## config.mk

```make
export PLATFORM = sky130hd
export DESIGN_NAME = immGen
export DESIGN_NICKNAME = d
export VERILOG_FILES = /design/src/isaPkg.sv /design/src/immGen.sv
export SDC_FILE = /design/constraint.sdc
export NUM_CORES = 1
export LEC_CHECK = 0
export BUFFER_PORTS_ARGS = -buffer_cell sky130_fd_sc_hd__buf_2
export CAP_MARGIN = 10
export CORE_MARGIN = 1
export CORE_UTILIZATION = 36
export DETAILED_ROUTE_END_ITERATION = 7
export GPL_TIMING_DRIVEN = 0
export PLACE_DENSITY = 0.91
export SYNTH_ARGS = -nofsm -noshare
export SYNTH_HDL_FRONTEND = slang
export SYNTH_SLANG_ARGS = --single-unit
```

## constraint.sdc

```tcl
create_clock -name vclk -period 1.3
set_input_delay 0 -clock vclk [all_inputs]
set_output_delay 0 -clock vclk [all_outputs]
set_load 0.03 [all_outputs]
```

## src/isaPkg.sv

```systemverilog
`default_nettype none

package isaPkg;

  typedef logic [31:0] wordT;   // data, address or instruction.
  typedef logic [4:0]  regIdxT;
  typedef logic [6:0]  opcodeT;
  typedef logic [2:0]  funct3T;
  typedef logic [6:0]  funct7T;

  // major opcodes of the supported subset.
  localparam opcodeT opLui    = 7'b0110111;
  localparam opcodeT opAuipc  = 7'b0010111;
  localparam opcodeT opJal    = 7'b1101111;
  localparam opcodeT opBranch = 7'b1100011;
  localparam opcodeT opLoad   = 7'b0000011;
  localparam opcodeT opStore  = 7'b0100011;
  localparam opcodeT opImm    = 7'b0010011;
  localparam opcodeT opReg    = 7'b0110011;

  localparam funct3T f3AddSub = 3'b000;
  localparam funct3T f3Sll    = 3'b001;
  localparam funct3T f3Slt    = 3'b010;
  localparam funct3T f3Sltu   = 3'b011;
  localparam funct3T f3Xor    = 3'b100;
  localparam funct3T f3SrlSra = 3'b101;
  localparam funct3T f3Or     = 3'b110;
  localparam funct3T f3And    = 3'b111;

  // branch conditions.
  localparam funct3T f3Beq = 3'b000;
  localparam funct3T f3Bne = 3'b001;
  localparam funct3T f3Blt = 3'b100;
  localparam funct3T f3Bge = 3'b101;

endpackage

`default_nettype wire

```

## src/immGen.sv

```systemverilog
`timescale 1ns/100ps
`default_nettype none

module immGen import isaPkg::*; (
  input  wordT instr,
  output wordT imm
);

  opcodeT opcode;

  assign opcode = instr[6:0];

  always_comb begin
    case (opcode)
      opImm, opLoad: begin
        imm = {{20{instr[31]}}, instr[31:20]};
      end
      opStore: begin
        imm = {{20{instr[31]}}, instr[31:25], instr[11:7]};
      end
      opBranch: begin
        // halfword offset, bit 0 always zero.
        imm = {{19{instr[31]}}, instr[31], instr[7], instr[30:25], instr[11:8], 1'b0};
      end
      opLui, opAuipc: begin
        imm = {instr[31:12], 12'b0};
      end
      opJal: begin
        imm = {{11{instr[31]}}, instr[31], instr[19:12], instr[20], instr[30:21], 1'b0};
      end
      default: begin
        imm = '0; // R-type and bubbles.
      end
    endcase
  end

endmodule

`default_nettype wire

```

# Word level (Yosys, flattened, before mapping)

Cells that the tools add are included.

Register bits: 0
Output and inout bits: 32
Input port bits: 32
Word-level logic and storage cells: 10

Equal/unequal tests: 7
Mux-type cells: 1
Reductions and logical operators: 2

Operators with widths:

| operator                                                              | number |
|---|---|
| 32-bit case mux with 5 select lines                                   | 1 |
| 7-bit by 5-bit equality test with 1-bit output, second input constant | 2 |
| 7-bit by 6-bit equality test with 1-bit output, second input constant | 2 |
| 7-bit equality test, second input constant                            | 2 |
| 7-bit by 2-bit equality test with 1-bit output, second input constant | 1 |
| 2-bit OR reduction                                                    | 2 |

# Depth between registers and ports, before layout

Depth in word-level cells: 3
Depth in mapped cells: 4
Depth with buffers taken out: 3

# Least setup slack after synthesis

No wires, ideal clock.

Path type: input to output
Start point: in instr[5]
End point: out imm[20]
Stages: 4
Data required time: 1.300 ns
Data arrival time: 1.158 ns
Path slack: 0.142 ns
Path buffers: 1
Path through: nor4_1 a211oi_2 buf_6 o2bb2ai_1

Word-level cells in the longest chain between the ends: 3
Elaborated cells on any way between the ends: 10
Those cells by class: eq/ne: 7; mux: 1; reduce/logical: 2

RTL lines:

| element                                                                      | line         | source |
|---|---|---|
| start, declared                                                              | immGen.sv:5  | `input wordT instr,` |
| 7-bit by 6-bit equality test with 1-bit output, or another cell as far along | immGen.sv:14 | `case (opcode)` |
| 2-bit OR reduction                                                           | immGen.sv:14 |  |
| 32-bit case mux with 5 select lines (*)                                      | immGen.sv:14 |  |
| end, declared                                                                | immGen.sv:6  | `output wordT imm` |

Mark *: on every way between the ends. The rest lies on a longest branch, timed or not.

# Final worst setup path

Start point: in instr[4]
End point: out imm[20]

The elaborated chain is that of the path after synthesis.

==> flow_summary.json <==
{
  "clock_power_share_pct": 0,
  "drc": 0,
  "final_area_um2": 842,
  "sequentialPowerShare_pct": 0,
  "final_common_cell": "buf_2",
  "via_per_inst": 5.51,
  "drive_above_1_share_pct": 58.3,
  "routed_wl_mm": 1.73,
  "path_depth": 6,
  "p_comb_share_pct": 100.0,
  "grt_overflow": 0,
  "cap_violations": 0,
  "portBuffers": 64,
  "p_sw_share_pct": 58.5,
  "avgSynthCellArea_um2": 7.12,
  "cp-start-kind": "input port",
  "nClkBuffers": 0,
  "dieArea_um2": 1500,
  "path_cells": "buf_2 > and3b_4 > a211oi_4 > buf_6 > o2bb2ai_1 > buf_2",
  "cp.arrival_ns": 1.19,
  "track_usage_pct": 21.8,
  "core_um2": 1170,
  "final-hold-violation-count": 0,
  "hold_class": "input port to primary output",
  "antennaDiodeCount": 0,
  "initial_core_util_pct": 41.3,
  "crit_family": "buffers and inverters",
  "relSlewSlack_pct": 73.8,
  "synth_area_um2": 484,
  "antenna_found_initial": 0,
  "num_rows": 12,
  "post-place-cells": 146,
  "synth_nets": 100,
  "rsz0062_at_grt": "false",
  "crit_path_end_kind": "primary output",
  "crit_required_ns": 1.30,
  "ant_nets": 0,
  "synth-seq-area-share_pct": 0,
  "grt_pass1_wl_mm": 2.43,
  "first_iter_violations": 9,
  "synth_warnings": 0,
  "regArea_um2": 0,
  "worstMarginPinSlew_ns": 0.389,
  "p_per_area_nw_per_um2": 230,
  "drt_first_pass_iters": 4,
  "vias": 805,
  "synth.distinct_cells": 26,
  "layout-area-overhead-vs-synth_pct": 73.9,
  "grt_pass1_vias": 608,
  "p_leak_nw": 0.557,
  "slew_viol_final": 0,
  "period_needed_ns": 1.19,
  "fp.dieH_um": 38.7,
  "routabilityCongestion": 0.822,
  "internal_power_uw": 80.3,
  "period_share_pct": 91.8,
  "post-route-util_pct": 71.9,
  "mostFrequentLayoutCells": "67 x buf_2, 11 x o2bb2ai_1, 9 x nor2_1, 8 x nand2_1, 8 x a21o_1",
  "finalPower_uw": 193,
  "ir_drop_mv": 0.128,
  "grt_max_degree": 11,
  "synth_cells": 68,
  "endpoint": "imm[20]",
  "startpoint": "instr[4]",
  "status": "complete, no violations",
  "power.switching_uw": 113,
  "fmaxAchievable_mhz": 838,
  "wl_per_cell_um": 11.8,
  "cp_max_fo": 10,
  "slowest_delay_ns": 0.40,
  "hold-worst-slack_ns": 0.345,
  "placed_cell_area_um2": 822,
  "timing.critical_path.mode_cell": "buf_2",
  "dpl.hpwl_mm": 1.44,
  "seq_cell_count": 0,
  "setup_viol": 0,
  "cp_slowest_cell": "a211oi_4",
  "critPathKind": "input port to primary output",
  "worst-path-buf-inv": 3,
  "fin_nets": 166,
  "num_io_pins": 64,
  "instances_no_fill": 146,
  "fp.dieW_um": 38.7
}
## stage by stage
stage               setup TNS [ns]  setup WS, ns
finish                           0         0.107
detailed placement         -0.0134      -0.00678
floorplan                        0         0.142
global route                     0        0.0177
global placement                 0        0.0144
CTS                              0        0.0976
## worst min path at each step
stage,startpoint,endpoint,cells past startpoint
after floorplan,instr[30],imm[10],2
after global placement,instr[29],imm[9],4
after detailed placement,instr[15],imm[15],3
after CTS,instr[15],imm[15],3
after global routing,instr[29],imm[9],4
final,instr[15],imm[15],3
## synth_stat cells
cell type  number  share of area (%)
a211oi_2        1                2.6
a21o_1          8                 12
a21o_2          1                1.8
a21oi_1         1                1.0
a22o_1          1                1.8
a32o_1          5                 10
and2_0          1                1.3
and2_1          2                2.6
and2b_2         1                1.8
and3_1          1                1.3
and3b_4         1                2.6
and4b_2         1                2.3
and4bb_2        1                2.6
buf_2           3                3.1
buf_6           2                4.7
clkbuf_1        1               0.77
inv_1           1               0.77
nand2_1         8                6.2
nor2_1          9                7.0
nor2b_1         1                1.3
nor3b_1         1                1.6
nor4_1          1                1.3
nor4b_1         1                1.8
o211a_1         2                4.1
o21a_1          2                3.1
o2bb2ai_1      11                 20
## cell families (layout without fill, tap and decap cells)
group	after synthesis	count (layout)	synth area share, %
AO/OA/AOI/OAI	32	32	57.1
AND/OR/NAND/NOR	29	29	33.6
buffers and inverters	7	71	9.30
## power groups by stage
stage          sequential (mW)  combinational, mW  clock (mW)
2_1_floorplan                0             0.0988           0
3_3_place_gp                 0              0.183           0
3_5_place_dp                 0              0.187           0
4_1_cts                      0              0.193           0
5_1_grt                      0              0.208           0
6_report                     0              0.193           0
## what timing repair did
item | in CTS | in global routing
setup buffers | 0 | 0
hold buffers | 0 | 0
resized for setup | 3 | 0
endpoints found under the setup margin | 4 | 0
## final cells by class
cell class	instances	area, µm²
buffer	6	41.3
fill	94	329
inverter	1	3.75
multi-input combinational	61	459
tap	14	17.5
timing repair buffer	64	320
## layer usage
metal	part of all wire, %	vias up	track usage, %	routed length [µm]
met4	0	0	0	0
met2	49	52	47.1	843
met5	0	-	0	0
met1	41	357	23.4	712
li1	-	396	-	-
met3	9.8	0	1.16	170
(Power assumes the default switching activity.)
