<file path="config.mk">
export PLATFORM = sky130hd
export DESIGN_NAME = regFile
export DESIGN_NICKNAME = d
export VERILOG_FILES = /design/src/isaPkg.sv /design/src/regFile.sv
export SDC_FILE = /design/constraint.sdc
export NUM_CORES = 2
export LEC_CHECK = 0
export BUFFER_PORTS_ARGS = -buffer_cell sky130_fd_sc_hd__buf_2
export CELL_PAD_IN_SITES_DETAIL_PLACEMENT = 1
export CELL_PAD_IN_SITES_GLOBAL_PLACEMENT = 2
export CORE_MARGIN = 5
export CORE_UTILIZATION = 47
export CTS_CLUSTER_DIAMETER = 120
export DETAILED_ROUTE_END_ITERATION = 16
export HOLD_SLACK_MARGIN = 0.08
export PLACE_DENSITY = 0.78
export SETUP_SLACK_MARGIN = 0.5
export SLEW_MARGIN = 20
export SYNTH_ARGS = -nofsm -noshare
export SYNTH_HDL_FRONTEND = slang
export SYNTH_SLANG_ARGS = --single-unit
</file>
<file path="constraint.sdc">
create_clock -name clk -period 3.3 [get_ports clk]
set_input_delay 0.66 -clock clk [delete_from_list [all_inputs] [get_ports clk]]
set_output_delay 0.66 -clock clk [all_outputs]
set_load 0.01 [all_outputs]
</file>
<file path="src/isaPkg.sv">
`default_nettype none

package isaPkg;

  typedef logic [31:0] wordT;   // data, address or instruction.
  typedef logic [4:0]  regIdxT;
  typedef logic [6:0]  opcodeT;
  typedef logic [2:0]  funct3T;
  typedef logic [6:0]  funct7T;

  // major opcodes of the supported subset.
  localparam opcodeT opLui    = 7'b0110111;
  localparam opcodeT opAuipc  = 7'b0010111;
  localparam opcodeT opJal    = 7'b1101111;
  localparam opcodeT opBranch = 7'b1100011;
  localparam opcodeT opLoad   = 7'b0000011;
  localparam opcodeT opStore  = 7'b0100011;
  localparam opcodeT opImm    = 7'b0010011;
  localparam opcodeT opReg    = 7'b0110011;

  localparam funct3T f3AddSub = 3'b000;
  localparam funct3T f3Sll    = 3'b001;
  localparam funct3T f3Slt    = 3'b010;
  localparam funct3T f3Sltu   = 3'b011;
  localparam funct3T f3Xor    = 3'b100;
  localparam funct3T f3SrlSra = 3'b101;
  localparam funct3T f3Or     = 3'b110;
  localparam funct3T f3And    = 3'b111;

  // branch conditions.
  localparam funct3T f3Beq = 3'b000;
  localparam funct3T f3Bne = 3'b001;
  localparam funct3T f3Blt = 3'b100;
  localparam funct3T f3Bge = 3'b101;

endpackage

`default_nettype wire

</file>
<file path="src/regFile.sv">
`timescale 1ns/100ps
`default_nettype none

module regFile import isaPkg::*; (
  input  logic   clk,
  input  logic   rstN,
  input  regIdxT rs1,
  input  regIdxT rs2,
  input  regIdxT rd,
  input  wordT   wdata,
  input  logic   we,
  output wordT   rdata1,
  output wordT   rdata2
);

  wordT regs [32];

  always_ff @(posedge clk or negedge rstN) begin
    if (!rstN) begin
      for (int i = 0; i < 32; i++) begin
        regs[i] <= '0;
      end
    end else if (we && rd != '0) begin
      regs[rd] <= wdata;
    end
  end

  // writeback lands before decode reads in the same cycle.
  assign rdata1 = (rs1 == '0) ? '0 :
                  (we && rd == rs1) ? wdata : regs[rs1];
  assign rdata2 = (rs2 == '0) ? '0 :
                  (we && rd == rs2) ? wdata : regs[rs2];

endmodule

`default_nettype wire

</file>
After elaboration in Yosys (flattened, before gate mapping)
Index checks and enable logic that the tools add are counted.
{"block": "totals", "latchBits": 0, "elab_cells": 61, "mem_count": 0, "output_inout_bits": 64, "mem_bits_ro": 0, "ram_bits": 0, "reg_bits": 1024}
{"block": "op_classes", "magnitude_cmp": 4, "bitwise_logic": 3, "n_eq_ne": 2, "mux": 13, "n_shift": 0, "add_sub_neg": 0, "mul": 0, "div": 0, "n_reduce_logical": 7}
{"cell": "1024-bit bitwise mux", "count": 1}
{"cell": "32-bit binary-select mux with 5-bit select", "count": 2}
{"cell": "32-bit two-way mux", "count": 9}
{"cell": "32-bit demux with 5-bit select", "count": 1}
{"cell": "6-bit >= comparator (second input constant)", "count": 3}
{"cell": "5-bit inverter with 6-bit output", "count": 3}
{"cell": "5-bit == test", "count": 2}
{"cell": "5-bit zero test", "count": 2}
{"cell": "6-bit by 1-bit < comparator with 1-bit output (second input constant)", "count": 1}
{"cell": "5-bit nonzero test", "count": 1}
{"cell": "1-bit logical AND", "count": 4}

Longest topological paths before layout
{"block": "logic_depth", "ltp_word": 6, "mapped_depth": 10}

Worst setup path after synthesis
OpenSTA, ideal clock, no wires.
{"block": "synth_timing", "kind": "input port to output port", "start": "in rs2[0]", "end": "out rdata2[7]", "setup_slack_ns": 0.167, "arrival_time_ns": 2.473, "cell_stages": 7, "path_cell_list": "buf_4 buf_2 buf_2 mux4_2 a22oi_1 nand2_1 a221o_1"}
{"block": "synth_via", "elab_chain_cells": 6, "elab_cells_between_ends": 9}
{"element": "from (decl)", "line": "regFile.sv:8", "text": "input regIdxT rs2,"}
{"element": "5-bit inverter with 6-bit output (not written as such)", "line": "regFile.sv:32", "text": "(we && rd == rs2) ? wdata : regs[rs2];"}
{"element": "32-bit binary-select mux with 5-bit select", "line": "regFile.sv:32"}
{"element": "32-bit two-way mux (not written as such) (2 in a row)", "line": "regFile.sv:32"}
{"element": "32-bit two-way mux", "line": "regFile.sv:32"}
{"element": "32-bit two-way mux *", "line": "regFile.sv:31", "text": "assign rdata2 = (rs2 == '0) ? '0 :"}
{"element": "to (decl)", "line": "regFile.sv:13", "text": "output wordT rdata2"}
Mark *: on every way between the ends. The rest lies on a longest branch, timed or not. The select of a mux whose other input is x is not followed.

Worst setup path in the final report
{"block": "layout_timing", "start": "in rs2[0]", "end": "out rdata2[28]"}
The elaborated chain is that of the path after synthesis.

==> flow_metrics.env <==
export IMPL_outcome="finished with violations"
export IMPL_violations="negative setup slack"
export IMPL_num_vias=39600
export IMPL_synth_seq_area_share=0.470
export IMPL_grt_max_degree=127
export IMPL_firstDrtPassIters=6
export IMPL_first_global_vias=43200
export IMPL_pre_cts_slack_ns=-0.322
export IMPL_routed_top_layer="met4"
export IMPL_antenna_found_initial=6
export IMPL_cap_viol_max_count=0
export IMPL_clk_pin_slew_ns=0.06
export IMPL_crit_path_end_kind="output port"
export IMPL_p_leak_nw=29.9
export IMPL_final_common_cell="dfrtp_1"
export IMPL_vias_per_cell=6.94
export IMPL_fin_util=0.594
export IMPL_die_w_microns=351
export IMPL_setup_slack_ns=-0.161
export IMPL_path_max_fanout=8
export IMPL_holdCritPathClass="register to register"
export IMPL_setup_tns_ns=-2.96
export IMPL_slowest_stage="mux4_2"
export IMPL_top_regs="regs: 1024 flops"
export IMPL_setup_violations=55
export IMPL_die_height_microns=351
export IMPL_drive_above_1_share=0.593
export IMPL_worstPathCellList="buf_12 > buf_16 > buf_12 > buf_8 > mux4_2 > a22oi_2 > nand2_2 > a221o_2 > buf_6"
export IMPL_rsz0062_at_grt="true"
export IMPL_crit_buf_inv=5
export IMPL_path_delay_family="buffers and inverters"
export IMPL_start_util=0.471
export IMPL_ys_types=53
export IMPL_cp_start_kind="primary input"
export IMPL_syn_to_final_growth_pct=26.0
export IMPL_synth_avg_cell_area_sq_um=14.9
export IMPL_syn_nets=3723
export IMPL_htree_levels=3
export IMPL_cpPeakStageDelay_ns=0.54
export IMPL_clock_skew_final_ns=0
export IMPL_synth_area_sq_um=54500
export IMPL_drtAntennaViolNets=0
export IMPL_slew_limit_headroom=0.329
export IMPL_worstPathArrival_ns=2.80
export IMPL_pwr_density_cell_nw_per_um2=580
export IMPL_synth_cells=3673
export IMPL_dp_hpwl_microns=130000
export IMPL_cts_sinks=1024
export IMPL_nets=4138
export IMPL_period_share=1.05
export IMPL_wl_met3_microns=17600
export IMPL_port_buffers=113
export IMPL_numCtsBuffers=116
export IMPL_place_area_sq_um=60100
export IMPL_clock_fmax_mhz=289
export IMPL_tightest_slew_ns=1.01
export IMPL_grt_pass1_wl_microns=311000
export IMPL_boundaryPins=114
export IMPL_largest_reg_flops=1024
export IMPL_wl_met2_microns=102000
export IMPL_worst_skew_pair_late_latency_ns=0.73
export IMPL_vdd_drop_max_mv=0.490
export IMPL_mostFrequentLayoutCells="dfrtp_1 (1024), mux2_2 (898), mux4_2 (412), buf_4 (353), mux2i_1 (209)"
export IMPL_final_cells=5709
export IMPL_coreArea_sq_um=116000
export IMPL_synthFlopType="dfrtp_1"
export IMPL_holdWs_ns=0.397
export IMPL_final_area_sq_um=68700
export IMPL_rows=125
export IMPL_cpMostUsedCell="buf_12"
export IMPL_yosysWarnings=0
export IMPL_finalHoldViolCount=0
export IMPL_worst_ep_required_time_ns=2.64
export IMPL_place_congestion=0.879
export IMPL_avgRoutedWirePerCell_microns=38.1
export IMPL_slew_violations=0
export IMPL_dp_cells=5277
export IMPL_drt_met1_wl_microns=84300
export IMPL_synth_seq_cells=1024
export IMPL_overflow=0
export IMPL_dieArea_sq_um=123000
export IMPL_cts_tree="built"
export IMPL_ys_async_sr_fraction=1.00
export IMPL_regMostFlops="regs"
export IMPL_fillers=10400
export IMPL_drtIter0Drc=4320
export IMPL_clock_path_buffers=3
export IMPL_grtUsageTotal=0.348
export IMPL_wl_microns=217000
export IMPL_drc=0
export IMPL_crit_type="primary input to output port"
export IMPL_root_buffer="clkbuf_16"
export IMPL_finalPower_mw=39.8
export IMPL_synth_edff_count=0
export IMPL_min_period_ns=3.46
## path summary, 6_finish.rpt
check | slack [ns] | from | to | cells after the start
max | -0.16 | rs2[0] | rdata2[28] | 9
min | 0.40 | regs[1001] | regs[1001] | 0
max reg2reg | 2.28 | regs[581] | regs[581] | 3
min reg2reg | 0.40 | regs[1001] | regs[1001] | 0
max in group asynchronous | 1.49 | rstN | regs[494] | 3
min in group asynchronous | 0.55 | rstN | regs[0] | 2
## kinds of logic after synthesis
| group | after synthesis | synth area share |
|---|---|---|
| flip-flops | 1024 | 0.470 |
| AO/OA/AOI/OAI | 466 | 0.0662 |
| AND/OR/NAND/NOR | 101 | 0.00938 |
| XOR/XNOR | 10 | 0.00161 |
| multiplexers | 1634 | 0.417 |
| buffers and inverters | 438 | 0.0358 |
## metal layers
| metal | track usage | vias to the layer above |
|---|---|---|
| li1 | - | 15200 |
| met1 | 0.460 | 21700 |
| met2 | 0.550 | 2090 |
| met3 | 0.0732 | 647 |
| met4 | 0.179 | 0 |
| met5 | 0 | - |
## where the power goes
group	internal (mW)	switching, mW	total, mW
sequential	14.9	2.02	17.0
combinational	5.39	4.02	9.41
clock	7.95	5.52	13.5
## area by class of cell
type / instances / area (sq um) / area share
antenna: 4 / 10.0 / 0.000146
clock buffer: 169 / 3400 / 0.0494
clock inverter: 42 / 527 / 0.00767
inverter: 1 / 3.75 / 0.0000546
multi-input combinational: 2211 / 28700 / 0.418
sequential: 1024 / 25600 / 0.373
tap: 1524 / 1910 / 0.0277
timing repair buffer: 734 / 8540 / 0.124
## Yosys cell counts (43+ instances only)
| cell | n | area [sq um] |
|---|---|---|
| a22o_1 | 71 | 622 |
| mux2i_1 | 227 | 2270 |
| dfrtp_1 | 1024 | 25600 |
| mux2_2 | 898 | 10100 |
| a21oi_1 | 84 | 420 |
| mux4_2 | 412 | 9280 |
| a22oi_1 | 95 | 713 |
| o22ai_1 | 44 | 275 |
| clkbuf_1 | 249 | 935 |
| mux2_1 | 97 | 1090 |
| o221ai_1 | 43 | 377 |
| buf_2 | 88 | 440 |
| buf_1 | 62 | 233 |
## timing repair
action,4_1_cts,5_1_grt
endpoints found under the setup margin,64,64
hold buffers,1,0
pin swaps,104,106
resized for setup,304,147
endpoints found under the hold margin,23,0
buffers inserted,140,48
cloned,22,6
## worst register-to-register path, delay by kind of cell, from the launching register on
| kind | cells | cell delay [ns] |
|---|---|---|
| flip-flops | 1 | 0.38 |
| multiplexers | 1 | 0.26 |
| buffers and inverters | 2 | 0.26 |
(Power assumes the default switching activity.)
