## src/isaPkg.sv

```systemverilog
`default_nettype none

package isaPkg;

  typedef logic [31:0] wordT;   // data, address or instruction.
  typedef logic [4:0]  regIdxT;
  typedef logic [6:0]  opcodeT;
  typedef logic [2:0]  funct3T;
  typedef logic [6:0]  funct7T;

  // major opcodes of the supported subset.
  localparam opcodeT opLui    = 7'b0110111;
  localparam opcodeT opAuipc  = 7'b0010111;
  localparam opcodeT opJal    = 7'b1101111;
  localparam opcodeT opBranch = 7'b1100011;
  localparam opcodeT opLoad   = 7'b0000011;
  localparam opcodeT opStore  = 7'b0100011;
  localparam opcodeT opImm    = 7'b0010011;
  localparam opcodeT opReg    = 7'b0110011;

  localparam funct3T f3AddSub = 3'b000;
  localparam funct3T f3Sll    = 3'b001;
  localparam funct3T f3Slt    = 3'b010;
  localparam funct3T f3Sltu   = 3'b011;
  localparam funct3T f3Xor    = 3'b100;
  localparam funct3T f3SrlSra = 3'b101;
  localparam funct3T f3Or     = 3'b110;
  localparam funct3T f3And    = 3'b111;

  // branch conditions.
  localparam funct3T f3Beq = 3'b000;
  localparam funct3T f3Bne = 3'b001;
  localparam funct3T f3Blt = 3'b100;
  localparam funct3T f3Bge = 3'b101;

endpackage

`default_nettype wire

```

## src/pipePkg.sv

```systemverilog
`default_nettype none

package pipePkg;

  typedef enum logic [3:0] {
    aluAdd,
    aluSub,
    aluAnd,
    aluOr,
    aluXor,
    aluSlt,
    aluSltu,
    aluSll,
    aluSrl,
    aluSra,
    aluPassB   // lui.
  } aluOpT;

  // where an execute operand comes from.
  typedef enum logic [1:0] {
    fromReg,
    fromMem,
    fromWb
  } fwdSelT;

  typedef enum logic [1:0] {
    brEq,
    brNe,
    brLt,
    brGe
  } brCondT;

endpackage

`default_nettype wire

```

## src/pipeControl.sv

```systemverilog
`timescale 1ns/100ps
`default_nettype none

module pipeControl import isaPkg::*, pipePkg::*; (
  input  opcodeT idOpcode,
  input  funct3T idFunct3,
  input  funct7T idFunct7,
  input  regIdxT idRs1,
  input  regIdxT idRs2,
  input  regIdxT exRs1,
  input  regIdxT exRs2,
  input  regIdxT exRd,
  input  regIdxT memRd,
  input  regIdxT wbRd,
  input  logic   exMemRead,
  input  logic   memRegWrite,
  input  logic   wbRegWrite,
  input  logic   exTakeBranch,
  output aluOpT  aluOp,
  output brCondT brCond,
  output logic   aluSrcImm,
  output logic   pcToAlu,
  output logic   memRead,
  output logic   memWrite,
  output logic   memToReg,
  output logic   regWrite,
  output logic   isBranch,
  output logic   isJal,
  output fwdSelT fwdA,
  output fwdSelT fwdB,
  output logic   stall,
  output logic   flush
);

  logic  usesRs1;
  logic  usesRs2;
  aluOpT arithOp;

  function automatic fwdSelT pickFwd(regIdxT rs);
    if (memRegWrite && memRd != '0 && memRd == rs) return fromMem; // youngest value wins.
    if (wbRegWrite && wbRd != '0 && wbRd == rs) return fromWb;
    return fromReg;
  endfunction

  assign usesRs1 = idOpcode inside {opReg, opImm, opLoad, opStore, opBranch};
  assign usesRs2 = idOpcode inside {opReg, opStore, opBranch};

  // load in execute feeding the instruction in decode.
  assign stall = exMemRead && exRd != '0 &&
                 ((usesRs1 && exRd == idRs1) || (usesRs2 && exRd == idRs2));

  assign flush = exTakeBranch;

  always_comb begin
    case (idFunct3)
      f3AddSub: arithOp = (idOpcode == opReg && idFunct7[5]) ? aluSub : aluAdd;
      f3Sll:    arithOp = aluSll;
      f3Slt:    arithOp = aluSlt;
      f3Sltu:   arithOp = aluSltu;
      f3Xor:    arithOp = aluXor;
      f3SrlSra: arithOp = idFunct7[5] ? aluSra : aluSrl; // srai carries the same bit.
      f3Or:     arithOp = aluOr;
      default:  arithOp = aluAnd;
    endcase
  end

  always_comb begin
    aluOp     = aluAdd;
    brCond    = brEq;
    aluSrcImm = 1'b0;
    pcToAlu   = 1'b0;
    memRead   = 1'b0;
    memWrite  = 1'b0;
    memToReg  = 1'b0;
    regWrite  = 1'b0;
    isBranch  = 1'b0;
    isJal     = 1'b0;
    case (idOpcode)
      opReg: begin
        aluOp    = arithOp;
        regWrite = 1'b1;
      end
      opImm: begin
        aluOp     = arithOp;
        aluSrcImm = 1'b1;
        regWrite  = 1'b1;
      end
      opLui: begin
        aluOp     = aluPassB;
        aluSrcImm = 1'b1;
        regWrite  = 1'b1;
      end
      opAuipc: begin
        pcToAlu   = 1'b1;
        aluSrcImm = 1'b1;
        regWrite  = 1'b1;
      end
      opLoad: begin
        aluSrcImm = 1'b1;
        memRead   = 1'b1;
        memToReg  = 1'b1;
        regWrite  = 1'b1;
      end
      opStore: begin
        aluSrcImm = 1'b1;
        memWrite  = 1'b1;
      end
      opBranch: begin
        isBranch = 1'b1;
        case (idFunct3)
          f3Beq:   brCond = brEq;
          f3Bne:   brCond = brNe;
          f3Blt:   brCond = brLt;
          f3Bge:   brCond = brGe;
          default: brCond = brEq;
        endcase
      end
      opJal: begin
        isJal    = 1'b1;
        regWrite = 1'b1; // link written from pc+4.
      end
      default: ;
    endcase
    if (stall) begin
      // bubble into ID/EX.
      aluOp     = aluAdd;
      brCond    = brEq;
      aluSrcImm = 1'b0;
      pcToAlu   = 1'b0;
      memRead   = 1'b0;
      memWrite  = 1'b0;
      memToReg  = 1'b0;
      regWrite  = 1'b0;
      isBranch  = 1'b0;
      isJal     = 1'b0;
    end
  end

  always_comb begin
    fwdA = pickFwd(exRs1);
    fwdB = pickFwd(exRs2);
  end

endmodule

`default_nettype wire

```

## config.mk

```make
export PLATFORM = sky130hd
export DESIGN_NAME = pipeControl
export DESIGN_NICKNAME = d
export VERILOG_FILES = /design/src/isaPkg.sv /design/src/pipePkg.sv /design/src/pipeControl.sv
export SDC_FILE = /design/constraint.sdc
export NUM_CORES = 1
export LEC_CHECK = 0
export BUFFER_PORTS_ARGS = -buffer_cell sky130_fd_sc_hd__buf_2
export CORE_ASPECT_RATIO = 0.5
export CORE_MARGIN = 1
export CORE_UTILIZATION = 25
export DETAILED_ROUTE_END_ITERATION = 12
export MAX_ROUTING_LAYER = met4
export SLEW_MARGIN = 10
export SYNTH_ARGS = -nofsm -noshare
export SYNTH_HDL_FRONTEND = slang
export SYNTH_SLANG_ARGS = --single-unit
```

## constraint.sdc

```tcl
create_clock -name vclk -period 2.1
set_input_delay 0.105 -clock vclk [all_inputs]
set_output_delay 0.105 -clock vclk [all_outputs]
set_load 0.02 [all_outputs]
```

# [After elaboration in Yosys (flattened, before gate mapping)]
# Index checks and enable logic that the tools add are counted.
[totals] inputBits=56 elab_cells=77 regBits=0 output_inout_bits=20
[op_classes] n_mux=36 n_reduce_logical=21 n_eq_ne=20
[op_table] op="5-bit equality test" n=6
[op_table] op="4-bit one-hot mux with 7 select lines" n=1
[op_table] op="1-bit two-way mux" n=22
[op_table] op="7-bit by 6-bit equality test with 1-bit output (second input constant)" n=3
[op_table] op="2-bit two-way mux" n=10
[op_table] op="5-bit nonzero test" n=4
[op_table] op="7-bit by 5-bit equality test with 1-bit output (second input constant)" n=2
[op_table] op="7-bit equality test (second input constant)" n=2
[op_table] op="1-bit logical AND" n=11
[op_table] op="3-bit equality test (second input constant)" n=3
[op_table] op="4-bit one-hot mux with 2 select lines" n=1
[op_table] op="7-bit by 2-bit equality test with 1-bit output (second input constant)" n=1
[op_table] op="3-bit by 2-bit equality test with 1-bit output (second input constant)" n=2
[op_table] op="2-bit one-hot mux with 3 select lines" n=1
[op_table] op="6-bit OR reduction" n=1
[op_table] op="5-bit OR reduction" n=1
[op_table] op="4-bit two-way mux" n=1
[op_table] op="3-bit by 1-bit equality test with 1-bit output (second input constant)" n=1
[op_table] op="3-bit zero test" n=1
[op_table] op="3-bit nonzero test" n=1
[op_table] op="2-bit OR reduction" n=1
[op_table] op="1-bit logical OR" n=1

# [Depth between registers and ports, before layout]
# Gate-level depths: netlist of the first run.
[logic_depth] ltp_word=7 depth_mapped=8 mapped_depth_nobuf=5

# [Least setup slack after synthesis of the first run]
# OpenSTA, ideal clock, no wires.
[synth_path] path_type="input to output" start="input port memRd[1]" end="output port fwdA[1]" arrival_time_ns=1.666 path_stages=4 path_buffers=0 t_required_ns=1.995 setup_slack_ns=0.329 cell_sequence="or4_1 o21ai_1 nor4_1 nor4_1"
[synth_between] elab_chain_len=5 word_cells_on_any_way=6 classes_between="1 x eq/ne; 2 x mux; 3 x reduce/logical"
[synth_rtl] element="start: declaration" line="pipeControl.sv:13" source="input regIdxT memRd,"
[synth_rtl] element="5-bit nonzero test" line="pipeControl.sv:40" source="if (memRegWrite && memRd != '0 && memRd == rs) return fromMem;"
[synth_rtl] element="1-bit logical AND" line="pipeControl.sv:40"
[synth_rtl] element="1-bit logical AND *" line="pipeControl.sv:40"
[synth_rtl] element="1-bit two-way mux *" line="pipeControl.sv:40"
[synth_rtl] element="2-bit two-way mux *" line="pipeControl.sv:41" source="if (wbRegWrite && wbRd != '0 && wbRd == rs) return fromWb;"
[synth_rtl] element="end: declaration" line="pipeControl.sv:29" source="output fwdSelT fwdA,"
# Every way passes the cells marked *; elsewhere a longest branch is shown, timed or not.

# [Final worst setup path of the first run]
[layout_path] start="input port exRd[3]" end="output port brCond[1]"
[layout_between] elab_chain_len=5 word_cells_on_any_way=9 classes_between="2 x eq/ne; 1 x mux; 6 x reduce/logical"
[layout_rtl] element="start: declaration" line="pipeControl.sv:12" source="input regIdxT exRd,"
[layout_rtl] element="5-bit equality test" line="pipeControl.sv:50" source="((usesRs1 && exRd == idRs1) || (usesRs2 && exRd == idRs2));"
[layout_rtl] element="1-bit logical AND" line="pipeControl.sv:50"
[layout_rtl] element="1-bit logical OR" line="pipeControl.sv:50"
[layout_rtl] element="1-bit logical AND *" line="pipeControl.sv:49" source="assign stall = exMemRead && exRd != '0 &&"
[layout_rtl] element="2-bit two-way mux *" line="pipeControl.sv:124" source="if (stall) begin"
[layout_rtl] element="end: declaration" line="pipeControl.sv:20" source="output brCondT brCond,"
# Marked as above.

==> flow_summary.json, run 1 <==
{
  "required_ns": 2.00,
  "crit_chain": "buf_2, or4_4, o21ai_2, a21oi_2, buf_4, nor4b_1, buf_2",
  "diodes": 0,
  "finalCritPeriodShare_pct": 81.5,
  "via_count": 957,
  "p_leak_nw": 0.542,
  "max_cap_violations": 0,
  "seq_area_um2": 0,
  "critPathMaxFanout": 11,
  "hold_depth": 0,
  "grt_max_degree": 12,
  "rsz0062_at_grt": "false",
  "end_kind": "output pin",
  "syn_nets": 157,
  "finalHoldViolations": 0,
  "wl_per_cell_um": 10.1,
  "fin_tns_setup_ns": 0,
  "io_buffer_count": 68,
  "synthTopCellsByCount": "xor2_1 (25), nor2_1 (11), a21oi_1 (6), nor4_1 (6), xnor2_1 (6)",
  "cp_common_cell": "buf_2",
  "postRouteAntennaNets": 0,
  "synth_top_area_cell": "xor2_1",
  "crit_type": "input port to output pin",
  "ctsHoldBuffers": 0,
  "max_freq_ghz": 0.585,
  "synthDistinctLibCells": 33,
  "worstHoldStart": "exTakeBranch",
  "drtIter0Drc": 12,
  "tightest_slew_ns": 0.356,
  "syn_area_um2": 731,
  "ys_top_cells_by_area": "xor2_1 (30%), xnor2_1 (7.2%), nor2_1 (5.7%), nor4_1 (5.1%), or4_1 (5.1%)",
  "drt_wl_total_um": 2050,
  "critPathSlowestCell": "or4_4",
  "seq_cell_count": 0,
  "grt_util_all_layers_pct": 13.3,
  "start_util_pct": 27.2,
  "synth_top_area_share_pct": 30.0,
  "yosysMostFrequentCell": "xor2_1",
  "die_w_um": 78.5,
  "critPathLaunchType": "input port",
  "cts-resized-gates": 0,
  "slowest_delay_ns": 0.53,
  "die_h_um": 40.2,
  "hold_path_class": "input port to output pin",
  "drive_above_1_share_pct": 46.4,
  "power.density_mw_per_mm2": 149,
  "num_rows": 13,
  "remaining_drc_errors": 0,
  "synth_warnings": 0,
  "syn_area_per_cell_um2": 7.23,
  "grt_overflow": 0,
  "holdPathEnd": "flush",
  "drv_slew": 0,
  "relSlewSlack_pct": 76.1,
  "gp_congestion": 0.774,
  "grt_pass1_wl_um": 3320,
  "antenna_found_initial": 0,
  "post_cts_buffers": 0,
  "setup_viol": 0,
  "hpwlAfterDp_um": 1900,
  "vias_per_cell": 4.71,
  "core_mm2": 0.00268,
  "finalNetCount": 224,
  "status": "completed",
  "area_delta_synth_final_pct": 50.0,
  "nClkBuffers": 0,
  "syn_inst": 101,
  "io-pin-count": 76,
  "period_needed_ns": 1.71,
  "dieArea_mm2": 0.00316,
  "first_pass_iters": 4,
  "peakVddDrop_v": 0.0000695,
  "first_global_vias": 818,
  "seq_area_frac_synth_pct": 0,
  "final_util_pct": 40.8,
  "worstPathArrival_ns": 1.61
}
-- cells in the final DEF, fill, tap and decap left out, types with 2 or more instances in the layout --
master,count
buf_2,68
xor2_1,25
nor2_1,11
a21oi_1,6
xnor2_1,6
nor4_1,6
nand3_1,5
nand2_1,5
or4_1,5
nor3_1,2
inv_1,2
nand4b_1,2
o21ai_0,2
o21ai_1,2
buf_4,2
-- kinds of logic after synthesis --
logic type / share of synthesized area, %
AO/OA/AOI/OAI: 12.5
XOR/XNOR: 37.2
buffers and inverters: 5.99
multiplexers: 1.54
AND/OR/NAND/NOR: 42.8
-- routing by layer --
metal  routed length (µm)  vias to the layer above  track usage, %  share of wire [%]
li1                     -                      497               -                  -
met1                  822                      420            15.6                 40
met2                 1080                       40            27.9                 53
met3                  146                        0           0.909                7.1
met4                    0                        0               0                  0
met5                    0                        -               -                  0
-- area by class of cell --
type                            count  area, µm²
Fill cell                         304       1590
Inverter                            2       7.51
Multi-Input combinational cell     94        687
Tap cell                           37       46.3
Timing Repair Buffer               70        355
-- where the power goes --
| part | internal [mW] | leakage, nW | switching (mW) | total [mW] |
|---|---|---|---|---|
| Clock | 0 | 0 | 0 | 0 |
| Sequential | 0 | 0 | 0 | 0 |
| Combinational | 0.0797 | 0.542 | 0.0836 | 0.163 |
-- through the flow --
stage                     worst slack, ns  total power, mW  std cells  hold slack (ns)  cell area [µm²]
final                               0.389            0.163        203            0.210             1100
after global routing                0.292            0.183        203            0.210             1100
after CTS                           0.368            0.166        203            0.210             1100
after detailed placement            0.380            0.165        203            0.210             1100
after global placement              0.377            0.164        203            0.210             1100
after floorplan                     0.329           0.0817        101            0.247              731
-- worst max-delay path: cells and delay by family --
family / cells / cell delay [ns]
simple gates: 2 / 0.79
compound gates: 2 / 0.20
buf+inv: 3 / 0.51
-- how the worst max path moves through the flow --
stage | slack (ns) | end | start | depth (start not counted)
floorplan | 0.33 | fwdA[1] | memRd[1] | 4
global placement | 0.38 | brCond[1] | exRd[3] | 7
CTS | 0.37 | brCond[1] | exRd[3] | 7
finish | 0.39 | brCond[1] | exRd[3] | 7
detailed placement | 0.38 | brCond[1] | exRd[3] | 7
global route | 0.29 | brCond[1] | exRd[3] | 7
Power figures use the tool's default switching activity.
==> run 2: changes to the inputs <==
--- a/config.mk
+++ b/config.mk
@@ -5,6 +5,7 @@
 export SDC_FILE = /design/constraint.sdc
 export NUM_CORES = 1
 export LEC_CHECK = 0
+export ABC_AREA = 1
 export BUFFER_PORTS_ARGS = -buffer_cell sky130_fd_sc_hd__buf_2
 export CORE_ASPECT_RATIO = 0.5
 export CORE_MARGIN = 1
==> constraint.sdc (replaced) <==
create_clock -name vclk -period 1.55
set_input_delay 0.0775 -clock vclk [all_inputs]
set_output_delay 0.0775 -clock vclk [all_outputs]
set_load 0.02 [all_outputs]
==> run 2 against run 1 <==
Effect of this change:
- non-clock buffer count decreased by 2
- wire length increased by 4.8%
- worst setup slack got worse by 0.060 ns
- first-iteration DRC count decreased by 8.3%
- clock-buffer cell count unchanged
- hold slack got worse by 0.055 ns
- critical path depth increased by 3
- synthesized area increased by 12%
- critical path type unchanged
- critical endpoint is now memRead
- largest cell class unchanged
- highest routed layer unchanged
==> flow_summary.json, run 2 <==
{
  "status": "completed",
  "period_needed_ns": 1.22,
  "synthDistinctLibCells": 24,
  "num_rows": 14,
  "syn_inst": 150,
  "worstPathArrival_ns": 1.14,
  "syn_nets": 206,
  "io-pin-count": 76,
  "setup_ws_ns": 0.330,
  "relSlewSlack_pct": 68.5,
  "postRouteAntennaNets": 0,
  "final_util_pct": 39.1,
  "holdWs_ns": 0.155,
  "first_pass_iters": 4,
  "grt_pass1_wl_um": 3960,
  "core_mm2": 0.00305,
  "dieArea_mm2": 0.00351,
  "place_ws_ns": 0.310,
  "post_cts_buffers": 0,
  "final_cell_mix": "buf_2 (68), nand2_1 (25), inv_1 (25)",
  "max_cap_violations": 0,
  "seq_area_um2": 0,
  "synth_warnings": 0,
  "synthTopCellsByCount": "inv_1 (25), nand2_1 (25), nor2_1 (20)",
  "cts-resized-gates": 0,
  "nClkBuffers": 0,
  "hpwlAfterDp_um": 2060,
  "max_freq_ghz": 0.819,
  "syn_area_per_cell_um2": 5.44,
  "crit_type": "input port to output pin",
  "grt_max_degree": 9,
  "drtIter0Drc": 11,
  "hold_path_class": "input port to output pin",
  "critPathLaunchType": "input port",
  "top_layer": "met3",
  "end_kind": "output pin",
  "die_h_um": 42.4,
  "wl_met3_um": 104,
  "syn_area_um2": 816,
  "finalHoldViolations": 0,
  "grt_overflow": 0,
  "seq_cell_count": 0,
  "critPathMaxFanout": 8,
  "ys_top_cells_by_area": "xor2_1 (14%), xnor2_1 (13%), inv_1 (12%), nand2_1 (12%), nor2_1 (9.2%)",
  "tightest_slew_ns": 0.468,
  "ctsHoldBuffers": 0,
  "io_buffer_count": 68,
  "final_cell_area_mm2": 0.00119,
  "drive_above_1_share_pct": 40.7,
  "dpl_cell_area_mm2": 0.00119,
  "seq_area_frac_synth_pct": 0,
  "fin_tns_setup_ns": 0,
  "met1_length_um": 990,
  "vias_per_cell": 4.24,
  "finalNetCount": 274,
  "gp_congestion": 0.766,
  "setup_viol": 0,
  "peakVddDrop_v": 0.0000820,
  "remaining_drc_errors": 0,
  "via_count": 1085,
  "antenna_found_initial": 0,
  "first_global_vias": 1021,
  "multi_input_area_um2": 681,
  "met2_length_um": 1060,
  "wl_per_cell_um": 8.40,
  "required_ns": 1.47,
  "final_common_cell": "buf_2",
  "synth_top_area_cell": "xor2_1",
  "p_leak_nw": 0.707,
  "grt_util_all_layers_pct": 14.0,
  "die_w_um": 82.8,
  "synth_top_area_share_pct": 14.0,
  "drv_slew": 0,
  "diodes": 0,
  "rsz0062_at_grt": "false",
  "start_util_pct": 26.8,
  "power.density_mw_per_mm2": 196,
  "drt_wl_total_um": 2150,
  "area_delta_synth_final_pct": 46.0,
  "fill_cells": 353,
  "finalCritPeriodShare_pct": 78.7
}
-- run 2: cell count changes in the layout (fill, tap and decap cells not counted), moves of 3 or more --
cell,before,now
a21oi_1,6,3
nor4_1,6,3
xnor2_1,6,12
or4_1,5,0
nor2_2,0,10
nor3_1,2,7
inv_2,0,3
inv_1,2,25
nor2_1,11,20
nand2_1,5,25
xor2_1,25,13
-- run 2: metrics by stage --
step	total power [mW]	cells
floorplan	0.125	150
global placement	0.232	256
detailed placement	0.237	256
CTS	0.237	256
global route	0.268	256
finish	0.234	256
-- run 2: final timing paths --
check,slack (ns),endpoint,cells past startpoint,startpoint
max,0.33,memRead,10,idOpcode[2]
min,0.16,flush,0,exTakeBranch
-- run 2: final cells by class --
type / instances / area share, %
Inverter: 30 / 10.1
Timing Repair Buffer: 68 / 28.6
Multi-Input combinational cell: 118 / 57.1
Tap cell: 40 / 4.20
-- run 2: where the power goes --
group / internal [mW] / total (mW) / switching [mW] / leakage [nW]
clock network: 0 / 0 / 0 / 0
registers: 0 / 0 / 0 / 0
logic: 0.110 / 0.234 / 0.124 / 0.707
-- run 2: per-layer routing --
layer | vias up | track usage (%)
met5 | - | -
met4 | 0 | 0.345
met3 | 0 | 0
met2 | 24 | 26.4
met1 | 462 | 17.8
li1 | 599 | -
-- run 2: kinds of logic (layout without fill, tap and decap cells) --
logic type / after synthesis / after routing / share of synthesized area, %
compound gates: 11 / 11 / 7.21
xor+xnor: 25 / 25 / 26.8
buf+inv: 32 / 98 / 16.6
simple gates: 82 / 82 / 49.4
-- run 2: critical path, cell delays in order --
cell and delay (ns):
buf_2 0.11, nor2_2 0.11, nand2_2 0.12, nor2_1 0.17, nand4_2 0.10, nand2_2 0.10
nand2_4 0.08, inv_8 0.09, nor2_2 0.04, buf_2 0.15
